`src/hw/alu_pkg.sv`:
```
/*
 * Shared definitions for the 16-bit execution unit: opcodes, datapath
 * mode codes, result-select codes and the instruction word layout.
 */
package alu_pkg;

    localparam logic [3:0] OP_ADD    = 4'h0;
    localparam logic [3:0] OP_SUB    = 4'h1;
    localparam logic [3:0] OP_XOR    = 4'h2;
    localparam logic [3:0] OP_RED    = 4'h3;
    localparam logic [3:0] OP_SLL    = 4'h4;
    localparam logic [3:0] OP_SRA    = 4'h5;
    localparam logic [3:0] OP_ROR    = 4'h6;
    localparam logic [3:0] OP_PADDSB = 4'h7;
    localparam logic [3:0] OP_LW     = 4'h8;
    localparam logic [3:0] OP_SW     = 4'h9;
    localparam logic [3:0] OP_LLB    = 4'hA;
    localparam logic [3:0] OP_LHB    = 4'hB;

    localparam logic [2:0] ADD_PLAIN  = 3'd0;
    localparam logic [2:0] ADD_SUB    = 3'd1;
    localparam logic [2:0] ADD_RED    = 3'd2;
    localparam logic [2:0] ADD_PADDSB = 3'd3;
    localparam logic [2:0] ADD_ADDR   = 3'd4; // LW/SW effective address

    localparam logic [1:0] SH_SLL = 2'd0;
    localparam logic [1:0] SH_SRA = 2'd1;
    localparam logic [1:0] SH_ROR = 2'd2;

    localparam logic [2:0] SEL_ADD   = 3'd0;
    localparam logic [2:0] SEL_SHIFT = 3'd1;
    localparam logic [2:0] SEL_XOR   = 3'd2;
    localparam logic [2:0] SEL_LLB   = 3'd3;
    localparam logic [2:0] SEL_LHB   = 3'd4;
    localparam logic [2:0] SEL_BAD   = 3'd5;

    localparam logic [15:0] RES_BAD = 16'hDEAD; // Undefined opcode marker

    typedef struct packed {
        logic [3:0] opcode;
        logic [3:0] rd;
        logic [3:0] rs;
        logic [3:0] imm4; // Shift amount or signed word offset
    } instr_r_t;

    typedef struct packed {
        logic [3:0] opcode;
        logic [3:0] rd;
        logic [7:0] imm8; // Byte for LLB/LHB
    } instr_i_t;

    typedef union packed {
        instr_r_t r;
        instr_i_t i;
    } instr_u;

endpackage
```
`src/hw/alu_unit.sv`:
```
/*
 * Execution unit top. Handshake control plus adder, shifter,
 * result path and flag register.
 */
`timescale 1ns/1ps

module alu_unit import alu_pkg::*; (
    input  logic        clk,
    input  logic        rst_n,
    input  logic        req,
    input  instr_u      instr,
    input  logic [15:0] rs_data,
    input  logic [15:0] rt_data,
    output logic        ack,
    output logic [15:0] result,
    output logic        flag_n,
    output logic        flag_v,
    output logic        flag_z
);

    logic [2:0]  add_mode;
    logic [1:0]  shift_mode;
    logic [2:0]  res_sel;
    logic        load;
    logic        upd_nv;
    logic        upd_z;
    logic [15:0] add_out;
    logic        ovfl;
    logic [15:0] shift_out;
    logic [15:0] res_next;

    alu_ctrl i_ctrl (
        .clk        (clk),
        .rst_n      (rst_n),
        .req        (req),
        .instr      (instr),
        .ack        (ack),
        .add_mode   (add_mode),
        .shift_mode (shift_mode),
        .res_sel    (res_sel),
        .load       (load),
        .upd_nv     (upd_nv),
        .upd_z      (upd_z)
    );

    adder_multifunc i_adder (
        .rs_data  (rs_data),
        .rt_data  (rt_data),
        .imm4     (instr.r.imm4),
        .add_mode (add_mode),
        .add_out  (add_out),
        .ovfl     (ovfl)
    );

    shifter i_shifter (
        .shift_in   (rs_data),
        .shift_amt  (instr.r.imm4), // Amount from the r view
        .shift_mode (shift_mode),
        .shift_out  (shift_out)
    );

    result_path i_result (
        .clk       (clk),
        .rst_n     (rst_n),
        .rs_data   (rs_data),
        .rt_data   (rt_data),
        .imm8      (instr.i.imm8), // Byte from the i view
        .add_out   (add_out),
        .shift_out (shift_out),
        .res_sel   (res_sel),
        .load      (load),
        .res_next  (res_next),
        .result    (result)
    );

    flag_reg i_flags (
        .clk      (clk),
        .rst_n    (rst_n),
        .res_next (res_next),
        .ovfl     (ovfl),
        .upd_nv   (upd_nv),
        .upd_z    (upd_z),
        .flag_n   (flag_n),
        .flag_v   (flag_v),
        .flag_z   (flag_z)
    );

endmodule

```
`src/hw/flag_reg.sv`:
```
/*
 * N, V and Z flag register with separate update enables.
 */
`timescale 1ns/1ps

module flag_reg (
    input  logic        clk,
    input  logic        rst_n,
    input  logic [15:0] res_next,
    input  logic        ovfl,
    input  logic        upd_nv,
    input  logic        upd_z,
    output logic        flag_n,
    output logic        flag_v,
    output logic        flag_z
);

    logic z_next;

    assign z_next = (res_next == 16'h0000);

    always_ff @(posedge clk) begin
        if (!rst_n) begin
            flag_n <= 1'b0;
            flag_v <= 1'b0;
            flag_z <= 1'b0;
        end else begin
            if (upd_nv) begin
                flag_n <= res_next[15]; // Sign of saturated result
                flag_v <= ovfl;
            end
            if (upd_z)
                flag_z <= z_next;
        end
    end

endmodule

```
`src/hw/result_path.sv`:
```
/*
 * Result path. Forms XOR and byte-merge results, selects the result
 * source and holds the result register.
 */
`timescale 1ns/1ps

module result_path import alu_pkg::*; (
    input  logic        clk,
    input  logic        rst_n,
    input  logic [15:0] rs_data,
    input  logic [15:0] rt_data,
    input  logic [7:0]  imm8,
    input  logic [15:0] add_out,
    input  logic [15:0] shift_out,
    input  logic [2:0]  res_sel,
    input  logic        load,
    output logic [15:0] res_next,
    output logic [15:0] result
);

    logic [15:0] xor_out;
    logic [15:0] llb_out;
    logic [15:0] lhb_out;

    assign xor_out = rs_data ^ rt_data;
    assign llb_out = {rs_data[15:8], imm8}; // Replace low byte
    assign lhb_out = {imm8, rs_data[7:0]};  // Replace high byte

    always_comb begin
        case (res_sel)
            SEL_ADD:   res_next = add_out;
            SEL_SHIFT: res_next = shift_out;
            SEL_XOR:   res_next = xor_out;
            SEL_LLB:   res_next = llb_out;
            SEL_LHB:   res_next = lhb_out;
            default:   res_next = RES_BAD;
        endcase
    end

    always_ff @(posedge clk) begin
        if (!rst_n)
            result <= 16'h0000;
        else if (load)
            result <= res_next;
    end

    a_sel_known: assert property (@(posedge clk) disable iff (!rst_n)
        load |-> !$isunknown(res_sel));

endmodule

```
`src/hw/shifter.sv`:
```
/*
 * Four-stage barrel shifter for SLL, SRA and ROR by a 4-bit amount.
 */
`timescale 1ns/1ps

module shifter import alu_pkg::*; (
    input  logic [15:0] shift_in,
    input  logic [3:0]  shift_amt,
    input  logic [1:0]  shift_mode,
    output logic [15:0] shift_out
);

    logic [15:0] stage;

    // Stage i shifts by 2**i when amount bit i is set
    always_comb begin
        stage = shift_in;
        for (int i = 0; i < 4; i++) begin
            if (shift_amt[i]) begin
                case (shift_mode)
                    SH_SLL:  stage = stage << (1 << i);
                    SH_SRA:  stage = $signed(stage) >>> (1 << i);
                    SH_ROR:  stage = (stage >> (1 << i)) | (stage << (16 - (1 << i)));
                    default: stage = stage; // Unused mode passes through
                endcase
            end
        end
    end

    assign shift_out = stage;

endmodule

```
`src/hw/adder_multifunc.sv`:
```
/*
 * Multi-function adder. Saturating add/sub, nibble-parallel PADDSB,
 * byte reduction and LW/SW address add.
 */
`timescale 1ns/1ps

module adder_multifunc import alu_pkg::*; (
    input  logic [15:0] rs_data,
    input  logic [15:0] rt_data,
    input  logic [3:0]  imm4,
    input  logic [2:0]  add_mode,
    output logic [15:0] add_out,
    output logic        ovfl
);

    logic [15:0] b_eff;
    logic [15:0] sum;
    logic        sat_pos;
    logic        sat_neg;
    logic [15:0] paddsb_out;
    logic [9:0]  red_sum;
    logic [15:0] addr_out;

    // Two's complement subtract as a + ~b + 1
    assign b_eff   = (add_mode == ADD_SUB) ? ~rt_data : rt_data;
    assign sum     = rs_data + b_eff + {15'b0, add_mode == ADD_SUB};
    assign sat_pos = !rs_data[15] && !b_eff[15] && sum[15];
    assign sat_neg = rs_data[15] && b_eff[15] && !sum[15];

    always_comb begin : paddsb_blk
        logic [3:0] na;
        logic [3:0] nb;
        logic [3:0] ns;
        for (int i = 0; i < 4; i++) begin
            na = rs_data[4*i +: 4];
            nb = rt_data[4*i +: 4];
            ns = na + nb;
            if (!na[3] && !nb[3] && ns[3])
                paddsb_out[4*i +: 4] = 4'h7; // Clamp high
            else if (na[3] && nb[3] && !ns[3])
                paddsb_out[4*i +: 4] = 4'h8; // Clamp low
            else
                paddsb_out[4*i +: 4] = ns;
        end
    end

    // Signed sum of four bytes fits in 10 bits
    assign red_sum = {{2{rs_data[15]}}, rs_data[15:8]} + {{2{rs_data[7]}}, rs_data[7:0]}
                   + {{2{rt_data[15]}}, rt_data[15:8]} + {{2{rt_data[7]}}, rt_data[7:0]};

    assign addr_out = rs_data + {{11{imm4[3]}}, imm4, 1'b0}; // Word offset

    always_comb begin
        ovfl = 1'b0;
        case (add_mode)
            ADD_PLAIN,
            ADD_SUB: begin
                ovfl    = sat_pos || sat_neg;
                add_out = sat_pos ? 16'h7FFF : (sat_neg ? 16'h8000 : sum);
            end
            ADD_RED:    add_out = {{6{red_sum[9]}}, red_sum};
            ADD_PADDSB: add_out = paddsb_out;
            ADD_ADDR:   add_out = addr_out;
            default:    add_out = sum;
        endcase
    end

endmodule

```
`src/hw/alu_ctrl.sv`:
```
/*
 * Execution unit control. Runs the four-phase req/ack handshake and
 * decodes the opcode into datapath modes and flag update enables.
 */
`timescale 1ns/1ps

module alu_ctrl import alu_pkg::*; (
    input  logic       clk,
    input  logic       rst_n,
    input  logic       req,
    input  instr_u     instr,
    output logic       ack,
    output logic [2:0] add_mode,
    output logic [1:0] shift_mode,
    output logic [2:0] res_sel,
    output logic       load,
    output logic       upd_nv,
    output logic       upd_z
);

    typedef enum logic {
        S_IDLE = 1'b0,
        S_ACK  = 1'b1
    } state_t;

    state_t state;
    logic   nv_op; // Opcode writes N and V
    logic   z_op;  // Opcode writes Z

    always_ff @(posedge clk) begin
        if (!rst_n) begin
            state <= S_IDLE;
        end else begin
            case (state)
                S_IDLE:  if (req) state <= S_ACK;
                S_ACK:   if (!req) state <= S_IDLE; // Hold while req stays high
                default: state <= S_IDLE;
            endcase
        end
    end

    assign ack    = (state == S_ACK);
    assign load   = (state == S_IDLE) && req; // Accept edge only
    assign upd_nv = load && nv_op;
    assign upd_z  = load && z_op;

    always_comb begin
        add_mode   = ADD_PLAIN;
        shift_mode = SH_SLL;
        res_sel    = SEL_ADD;
        nv_op      = 1'b0;
        z_op       = 1'b0;
        case (instr.r.opcode)
            OP_ADD:    begin nv_op = 1'b1; z_op = 1'b1; end
            OP_SUB:    begin add_mode = ADD_SUB; nv_op = 1'b1; z_op = 1'b1; end
            OP_XOR:    begin res_sel = SEL_XOR; z_op = 1'b1; end
            OP_RED:    add_mode = ADD_RED;
            OP_SLL:    begin res_sel = SEL_SHIFT; z_op = 1'b1; end
            OP_SRA:    begin res_sel = SEL_SHIFT; shift_mode = SH_SRA; z_op = 1'b1; end
            OP_ROR:    begin res_sel = SEL_SHIFT; shift_mode = SH_ROR; z_op = 1'b1; end
            OP_PADDSB: add_mode = ADD_PADDSB;
            OP_LW,
            OP_SW:     add_mode = ADD_ADDR;
            OP_LLB:    res_sel = SEL_LLB;
            OP_LHB:    res_sel = SEL_LHB;
            default:   res_sel = SEL_BAD; // Flags untouched
        endcase
    end

    // ack only follows a sampled request
    a_ack_needs_req: assert property (@(posedge clk) disable iff (!rst_n)
        $rose(ack) |-> $past(req));

    // One load per handshake, and ack is up right after it
    a_load_single: assert property (@(posedge clk) disable iff (!rst_n)
        load |=> (ack && !load));

endmodule

```
`config.mk`:
```
export PLATFORM = sky130hd
export DESIGN_NAME = alu_unit
export DESIGN_NICKNAME = d
export VERILOG_FILES = /design/src/hw/alu_pkg.sv /design/src/hw/alu_unit.sv /design/src/hw/flag_reg.sv /design/src/hw/result_path.sv /design/src/hw/shifter.sv /design/src/hw/adder_multifunc.sv /design/src/hw/alu_ctrl.sv
export SDC_FILE = /design/constraint.sdc
export NUM_CORES = 1
export LEC_CHECK = 0
export BUFFER_PORTS_ARGS = -buffer_cell sky130_fd_sc_hd__buf_4
export CAP_MARGIN = 0
export CELL_PAD_IN_SITES_DETAIL_PLACEMENT = 0
export CELL_PAD_IN_SITES_GLOBAL_PLACEMENT = 1
export CORE_UTILIZATION = 40
export CTS_CLUSTER_DIAMETER = 60
export CTS_CLUSTER_SIZE = 12
export DETAILED_ROUTE_END_ITERATION = 6
export PLACE_DENSITY = 0.74
export SLEW_MARGIN = 30
export SYNTH_ARGS = -nofsm -noshare
export SYNTH_HDL_FRONTEND = slang
export SYNTH_SLANG_ARGS = --single-unit
```
`constraint.sdc`:
```
create_clock -name clk -period 6.7 [get_ports clk]
set_input_delay 1.005 -clock clk [delete_from_list [all_inputs] [get_ports clk]]
set_output_delay 1.005 -clock clk [all_outputs]
set_load 0.005 [all_outputs]
```
---- Yosys cells after proc, flatten, opt, wreduce, memory -nomap -nowiden ----
Cells that the tools add are included.
storage, ports and cells
  word-level logic and storage cells ...... 120
  output and inout port bits .............. 20
  input bits .............................. 51
  flip-flop bits (word level) ............. 20
operators by class
  add/subtract/negate cells ............... 10
  bitwise gates (word level) .............. 7
  reductions and logical operators ........ 49
  equality and inequality tests ........... 21
  multiplexer cells ....................... 28
operator list
  kind                                                                   number
  16-bit case mux with 3 select lines                                    4
  16-bit 2-to-1 mux                                                      7
  16-bit case mux with 5 select lines                                    1
  16-bit case mux with 4 select lines                                    1
  16-bit adder                                                           2
  4-bit 2-to-1 mux                                                       8
  1-bit logical AND                                                      23
  10-bit adder                                                           2
  16-bit by 1-bit adder with 16-bit output                               1
  4-bit adder                                                            4
  4-bit by 3-bit equality test with 1-bit output, second input constant  4
  4-bit equality test, second input constant                             4
  16-bit logical NOT                                                     1
  16-bit NOT                                                             1
  12-bit by 16-bit bitwise OR with 16-bit output                         1
  14-bit by 16-bit bitwise OR with 16-bit output                         1
  15-bit by 16-bit bitwise OR with 16-bit output                         1
  8-bit by 16-bit bitwise OR with 16-bit output                          1
  16-bit bitwise XOR                                                     1
  3-bit case mux with 5 select lines                                     1
  1-bit logical NOT                                                      14
  3-bit by 2-bit equality test with 1-bit output, second input constant  4
  3-bit case mux with 4 select lines                                     1
  6-bit OR reduction                                                     2
  16 further kinds                                                       25

---- Depth between registers and ports, before layout ----
Gate-level depths: netlist (run 1).
  depth in word-level cells ............... 16
  gate-level depth with buffers ........... 23

---- Modules after synthesis ----
Synthesis (run 1) repeated with hierarchy kept, for this count alone.
unflattened totals
  cell total of the unflattened synthesis .. 1,072
  area total of the unflattened synthesis .. 7,966.4 sq um
by module, submodules not included
  module           cells each  instances  area an instance (sq um)
  adder_multifunc  451         1          3,565.9
  shifter          399         1          2,573.7
  result_path      187         1          1,507.7
  alu_ctrl         21          1          172.7
  flag_reg         14          1          146.4

---- Worst setup path before layout (run 1) ----
OpenSTA, ideal clock, no wires.
  kind .................................... in2reg
  start ................................... input port instr[14] (netlist name)
  end ..................................... register i_flags.flag_z
  path buffers ............................ 4
  stages .................................. 17
  arrival ................................. 5.187 ns
  setup time .............................. 0.069 ns
  slack ................................... 1.444 ns
  cells stage by stage .................... buf_2 -> nor4b_4 -> buf_6 -> buf_1 -> xnor2_1 -> ha_1 -> a31o_2 -> a221o_1 -> o211a_1 -> a311o_1 -> and3_1 -> buf_6 -> a21o_1 -> or3_4 -> a2111oi_4 -> nand4_1 -> o21ai_1
between the ends
  cells in the longest elaborated chain, start to end .. 16
ends and longest elaborated chain
  item                                                                   line            RTL
  start: declaration                                                     alu_unit.sv:11  input instr_u instr,
  parallel branches: the longest is 16 deep, another holds 16-bit adder  -
  end signal: assignment                                                 flag_reg.sv:33  flag_z <= z_next;
  end: declaration                                                       flag_reg.sv:15  output logic flag_z
Parallel ways; which one is timed is not known.
A chain may end at the register's enable or synchronous reset.

---- Worst setup path in the final report (run 1) ----
  start ................................... input port rs_data[8]
  end ..................................... register i_flags.flag_z
between the ends
  cells in the longest elaborated chain, start to end .. 14
ends and longest elaborated chain
  item                                                                   line               RTL
  start: declaration                                                     alu_unit.sv:12     input logic [15:0] rs_data,
  parallel branches: the longest is 12 deep, another holds 10-bit adder  -
  16-bit case mux with 5 select lines *                                  result_path.sv:30  case (res_sel)
  16-bit logical NOT *                                                   flag_reg.sv:20     assign z_next = (res_next == 16'h0000);
Every way passes the cells marked *.

==> results.cfg, run 1 <==
[setup_path]
start_kind = primary input
rr_worst_depth = 4
required_ns = 6.89
cp_slowest_cell = a2111oi_0
cp.arrival_ns = 5.80
cp_common_cell = nor2_1
r2r_slack_ns = 5.07
crit_chain = buf_4, ha_1, fa_1, a21oi_1, nor2_1, nor2_1, nor2b_1, nor2_1, nor2_1, nor2_1, xor2_1, fa_1, inv_1, ha_1, nand3_1, o211ai_1, o41ai_1, xnor2_1, nor2_1, a2111oi_0, o221ai_1, nor4_1, nand4_1, o21ai_1
crit_buf_inv = 2
cp_max_fo = 11
worst_setup_path_end_kind = flop
r2r_start = i_ctrl.ack
critPathTopFamily = compound AO/OA/AOI/OAI gates
regToRegEndpoint = i_flags.flag_n
slowest_delay_ns = 0.51
critical_path_class = in2reg

[clock_tree]
cts_buffer_depth = 2
cts_tree = yes
ctsResizeCount = 0
cts_sinks = 20
cts_buffers = 3
insertion_delay_ns = 0.25
htree_num_levels = 1
clk_pin_slew_worst_paths_ns = 0.06
post-cts-setup-buffers = 0
hold_buffers = 0
root_buffer = clkbuf_16

[finish]
n_antenna_cell = 0
final_common_cell = buf_4
nets = 1066
layout_common_cells = buf_4, nor2_1, ha_1, inv_1, nand2_1
final_area_um2 = 7295
fillerInstances = 1699
synthToLayoutAreaGrowth_pct = 11.22
drive_gt1_share_pct = 11.83

[run_status]
status = finished, final reports clean

[min_path]
hold-path-endpoint = i_result.result[2]
holdPathStages = 2
hold_class = reg2reg
hp-start = i_result.result[2]

[grt]
antenna_found_initial = 0
grt_pass1_vias = 6814
grt_use_total_pct = 31.43
grt_pass1_wl_um = 40230
grt_max_degree = 56
overflow = 0

[place]
place.gp.congestion = 0.9577
pre_cts_slack_ns = 0.8394
placed_area_um2 = 7189
port_buffers = 66
hpwlAfterDp_um = 20250

[sta]
min_period_over_period_pct = 83.72
setup_viol = 0
grt_setup_unrepaired = false
skew_ns = 0.002120
fmax_ghz = 0.1783
slew_violations = 0
finalWorstSetupSlack_ns = 1.090
period_minus_slack_ns = 5.610
hold_viol = 0
tightest_slew_ns = 0.9271
fin_setup_tns_ns = 0
relSlewSlack_pct = 38.07

[detailed_routing]
ant_nets = 0
dr_total_vias = 7399
drc = 0
vias_per_cell = 6.456
drt_wl_total_um = 26580
post_drt_wl_per_cell_um = 23.19
drt_iter0_drc = 730
first_pass_iters = 6

[synthesis]
synthArstFlopShare_pct = 0
synth_seq_cells = 20
syn_area_per_cell_um2 = 7.239
netlist.area_leader.share_pct = 12.78
ys.flop_type = dfxtp_1
synth_cell_types = 79
yosys.area.top_type = ha_1
synth_area_leaders = ha_1, dfxtp_1, xnor2_1
synth_edf_count = 0
syn_inst = 906
syn-num-nets = 1041
ys_warn_count = 0
netlist_area_um2 = 6559
ys_seq_area_share_pct = 6.105

[floorplanning]
ios = 71
design.die.area_um2 = 16910
dieWidth_um = 130.1
core_area_um2 = 15940
start_util_pct = 41.14
rows = 46
die_h_um = 130.1

[power]
leakage_nw = 3.065
p_per_area_nw_per_um2 = 142.9
finalPower_mw = 1.042
vdd_drop_max_uv = 90.37

[job]
cap_viol_max_count = 0
[routing by layer]
layer	track usage (%)	part of all wire [%]
met5	0	0
met4	11.97	4.3
met3	4.223	8.2
met2	51.31	45
met1	41.91	43
[flip-flops by register name, summed over array words and instances (netlist names)]
name	count
i_flags.flag_n	1
i_result.result	16
i_ctrl.ack	1
i_flags.flag_z	1
i_flags.flag_v	1
[cells in the mapped netlist (all sizes together) (5+ instances only)]
master	n
a2111oi	5
a211o	8
a211oi	21
a21o	16
a21oi	46
a221oi	7
a222oi	6
a22oi	15
a311oi	11
a31oi	20
and2	6
and3	9
buf	12
clkbuf	46
dfxtp	20
fa	17
ha	67
inv	66
mux2	8
mux2i	14
mux4	5
nand2	66
nand2b	19
nand3	35
nand3b	7
nand4	11
nor2	75
nor2b	9
nor3	21
nor4	6
o2111ai	9
o211ai	13
o21a	6
o21ai	46
o21bai	8
o221ai	9
o22ai	6
or3	9
xnor2	42
xor2	18
[area by class of cell]
cell class | instances | area [µm²] | share of cell area, %
multi-input cells | 760 | 5678 | 77.84
repair buffers | 78 | 585.6 | 8.027
well taps | 216 | 270.3 | 3.705
clock buffers | 3 | 75.07 | 1.029
inverters | 68 | 255.2 | 3.499
flip-flops and latches | 20 | 400.4 | 5.489
clock inverters | 1 | 30.03 | 0.4117
[power breakdown]
group	leakage, nW	switching, mW	internal, mW
Sequential	0.165	0.00512	0.129
Clock	0.0511	0.0463	0.119
Combinational	2.85	0.451	0.292
Total	3.07	0.503	0.539
[worst reg2reg max path: cells and delay by family, from the launching register on]
family | cells | cell delay, ns
flops | 1 | 0.32
compound gates | 1 | 0.21
simple gates | 3 | 1.01
[through the flow]
stage	hold slack, ns	cells	util [%]
floorplan	0.4527	906	-
global placement	0.4511	1142	45.10
detailed placement	0.4592	1142	45.10
CTS	0.4671	1146	45.75
global route	0.4941	1146	45.75
finish	0.4744	1146	45.75
[cell families (layout without fill, tap and decap cells)]
kind of cell	count (synthesis)	in the layout	synth area share, %
xor+xnor	60	60	8.012
simple gates	294	294	22.76
buf+inv	126	150	7.593
compound gates	295	295	32.34
mux	27	27	5.227
fa+ha+maj	84	84	17.97
flops	20	20	6.104
[how the worst max path moves through the flow]
stage / to / start / slack, ns / depth (start not counted)
2_1_floorplan: i_flags.flag_z / instr[14] / 1.44 / 17
6_report: i_flags.flag_z / rs_data[8] / 1.09 / 24
5_1_grt: i_flags.flag_z / rs_data[8] / 0.49 / 24
3_3_place_gp: i_flags.flag_z / rs_data[8] / 0.87 / 24
4_1_cts: i_flags.flag_z / rs_data[8] / 1.09 / 24
3_5_place_dp: i_flags.flag_z / rs_data[8] / 0.84 / 24
No activity file was read; power rests on OpenSTA's default activity.
==> inputs of run 2 (changes only) <==
==> constraint.sdc (replaced) <==
create_clock -name clk -period 5.8 [get_ports clk]
set_input_delay 0.87 -clock clk [delete_from_list [all_inputs] [get_ports clk]]
set_output_delay 0.87 -clock clk [all_outputs]
set_load 0.005 [all_outputs]
==> results.cfg, run 2 (synthesis gave the netlist of run 1 again) <==
[sta]
finalWorstSetupSlack_ns = 0.3335
tightest_slew_ns = 1.011
fin_setup_tns_ns = 0
fmax_ghz = 0.1829
hold_viol = 0
grt_setup_unrepaired = false
min_period_over_period_pct = 94.25
skew_ns = 0.002331
slew_violations = 0
setup_viol = 0
relSlewSlack_pct = 32.09
period_minus_slack_ns = 5.466

[power]
finalPower_mw = 1.218
p_sw_share_pct = 48.15
comb_power_share_pct = 71.7
vdd_drop_max_uv = 161.7
pwr-share-seq_pct = 12.7
p_sw_uw = 586.5
clkPwrFrac_pct = 15.6
leakage_nw = 3.134
p_int_uw = 631.4
p_per_area_nw_per_um2 = 164.5

[job]
cap_viol_max_count = 0

[setup_path]
required_ns = 5.99
cp.arrival_ns = 5.65
worst_setup_path_end_kind = flop
rr_worst_depth = 4
cp_max_fo = 8
critical_path_class = in2reg
start_kind = primary input

[floorplanning]
die_h_um = 130.1
design.die.area_um2 = 16910
rows = 46
start_util_pct = 41.14
dieWidth_um = 130.1
ios = 71
core_area_um2 = 15940

[place]
hpwlAfterDp_um = 21060
place.gp.congestion = 0.9741
pre_cts_slack_ns = 0.1414
port_buffers = 66

[clock_tree]
insertion_delay_ns = 0.25
ctsResizeCount = 0
post-cts-setup-buffers = 0
clk_pin_slew_worst_paths_ns = 0.06
cts_buffers = 3
root_buffer = clkbuf_16
htree_num_levels = 1
hold_buffers = 0
cts_sinks = 20
cts_tree = yes
cts_buffer_depth = 2

[run_status]
status = finished, final reports clean

[grt]
antenna_found_initial = 1
grt_max_degree = 56
overflow = 0
grt_pass1_vias = 7070
grt_use_total_pct = 32.28
grt_use_met2_pct = 51.88
grt_pass1_wl_um = 41380
grt-busiest-layer = met2
met1_usage_pct = 43.01
grt.met3_usage_pct = 5.289

[detailed_routing]
drc = 0
post_drt_wl_per_cell_um = 23.31
drt_wl_total_um = 27060
ant_nets = 0
dr_total_vias = 7546
vias_per_cell = 6.500
first_pass_iters = 6
drt_iter0_drc = 895

[finish]
nets = 1080
utilization_pct = 46.44
drive_gt1_share_pct = 13.14
max_flop_register = i_result.result
layout_common_cells = buf_4, nor2_1, ha_1, inv_1, nand2_1
largest_reg_flops = 16
synthToLayoutAreaGrowth_pct = 12.88
final_common_cell = buf_4

[min_path]
hold_class = reg2reg
holdPathStages = 2
[run 2: changes by cell type in the layout (fill, tap and decap cells not counted)]
cell,delta
a2111oi_0,-1
a2111oi_1,+1
buf_4,+14
diode_2,+1
[run 2: layout make-up]
cell class / count / area, µm²
Fill cell: 1688 / 8539
Multi-Input combinational cell: 760 / 5679
Timing Repair Buffer: 92 / 690.7
Sequential cell: 20 / 400.4
Tap cell: 216 / 270.3
Inverter: 68 / 255.2
Clock buffer: 3 / 75.07
Clock inverter: 1 / 30.03
Antenna cell: 1 / 2.502
[run 2: routing by layer]
metal  vias to the layer above  share of wire (%)
met5                         -                  0
met4                         0                4.3
met3                        84                9.7
met2                       427                 44
met1                      3548                 42
li1                       3487                  -
[run 2: worst paths after layout]
path / from / endpoint / slack (ns)
max: rs_data[0] / i_flags.flag_z / 0.33
min: i_result.result[2] / i_result.result[2] / 0.48
max reg2reg: i_ctrl.ack / i_flags.flag_v / 4.17
min reg2reg: i_result.result[2] / i_result.result[2] / 0.48
[run 2: worst max-delay path: stages]
cell	delay (ns)
buf_4	0.15
ha_1	0.24
fa_1	0.40
a21oi_1	0.16
nor2_1	0.05
nor2_1	0.15
nor2b_1	0.06
nor2_1	0.13
nor2_1	0.07
nor2_1	0.11
xor2_1	0.19
fa_1	0.43
inv_1	0.07
ha_1	0.27
nand3_1	0.11
o211ai_1	0.14
o41ai_1	0.33
xnor2_1	0.23
nor2_1	0.10
buf_4	0.16
a211o_1	0.28
a221oi_1	0.47
and4b_1	0.26
nand4_1	0.10
o21ai_1	0.13
[run 2: power by group through the flow]
| stage | Sequential, mW | Clock (mW) | Combinational [mW] |
|---|---|---|---|
| floorplan | 0.158 | 0 | 0.580 |
| global placement | 0.157 | 0 | 0.850 |
| detailed placement | 0.157 | 0 | 0.850 |
| CTS | 0.154 | 0.189 | 0.853 |
| global route | 0.156 | 0.197 | 0.953 |
| finish | 0.154 | 0.190 | 0.874 |
[run 2: per-stage QoR]
stage | cell area (µm²) | hold slack, ns | instances
global placement | 7295 | 0.4639 | 1156
global route | 7401 | 0.4878 | 1160
finish | 7403 | 0.4781 | 1161
CTS | 7400 | 0.4770 | 1160
detailed placement | 7295 | 0.4691 | 1156
floorplan | 6559 | 0.4527 | 906
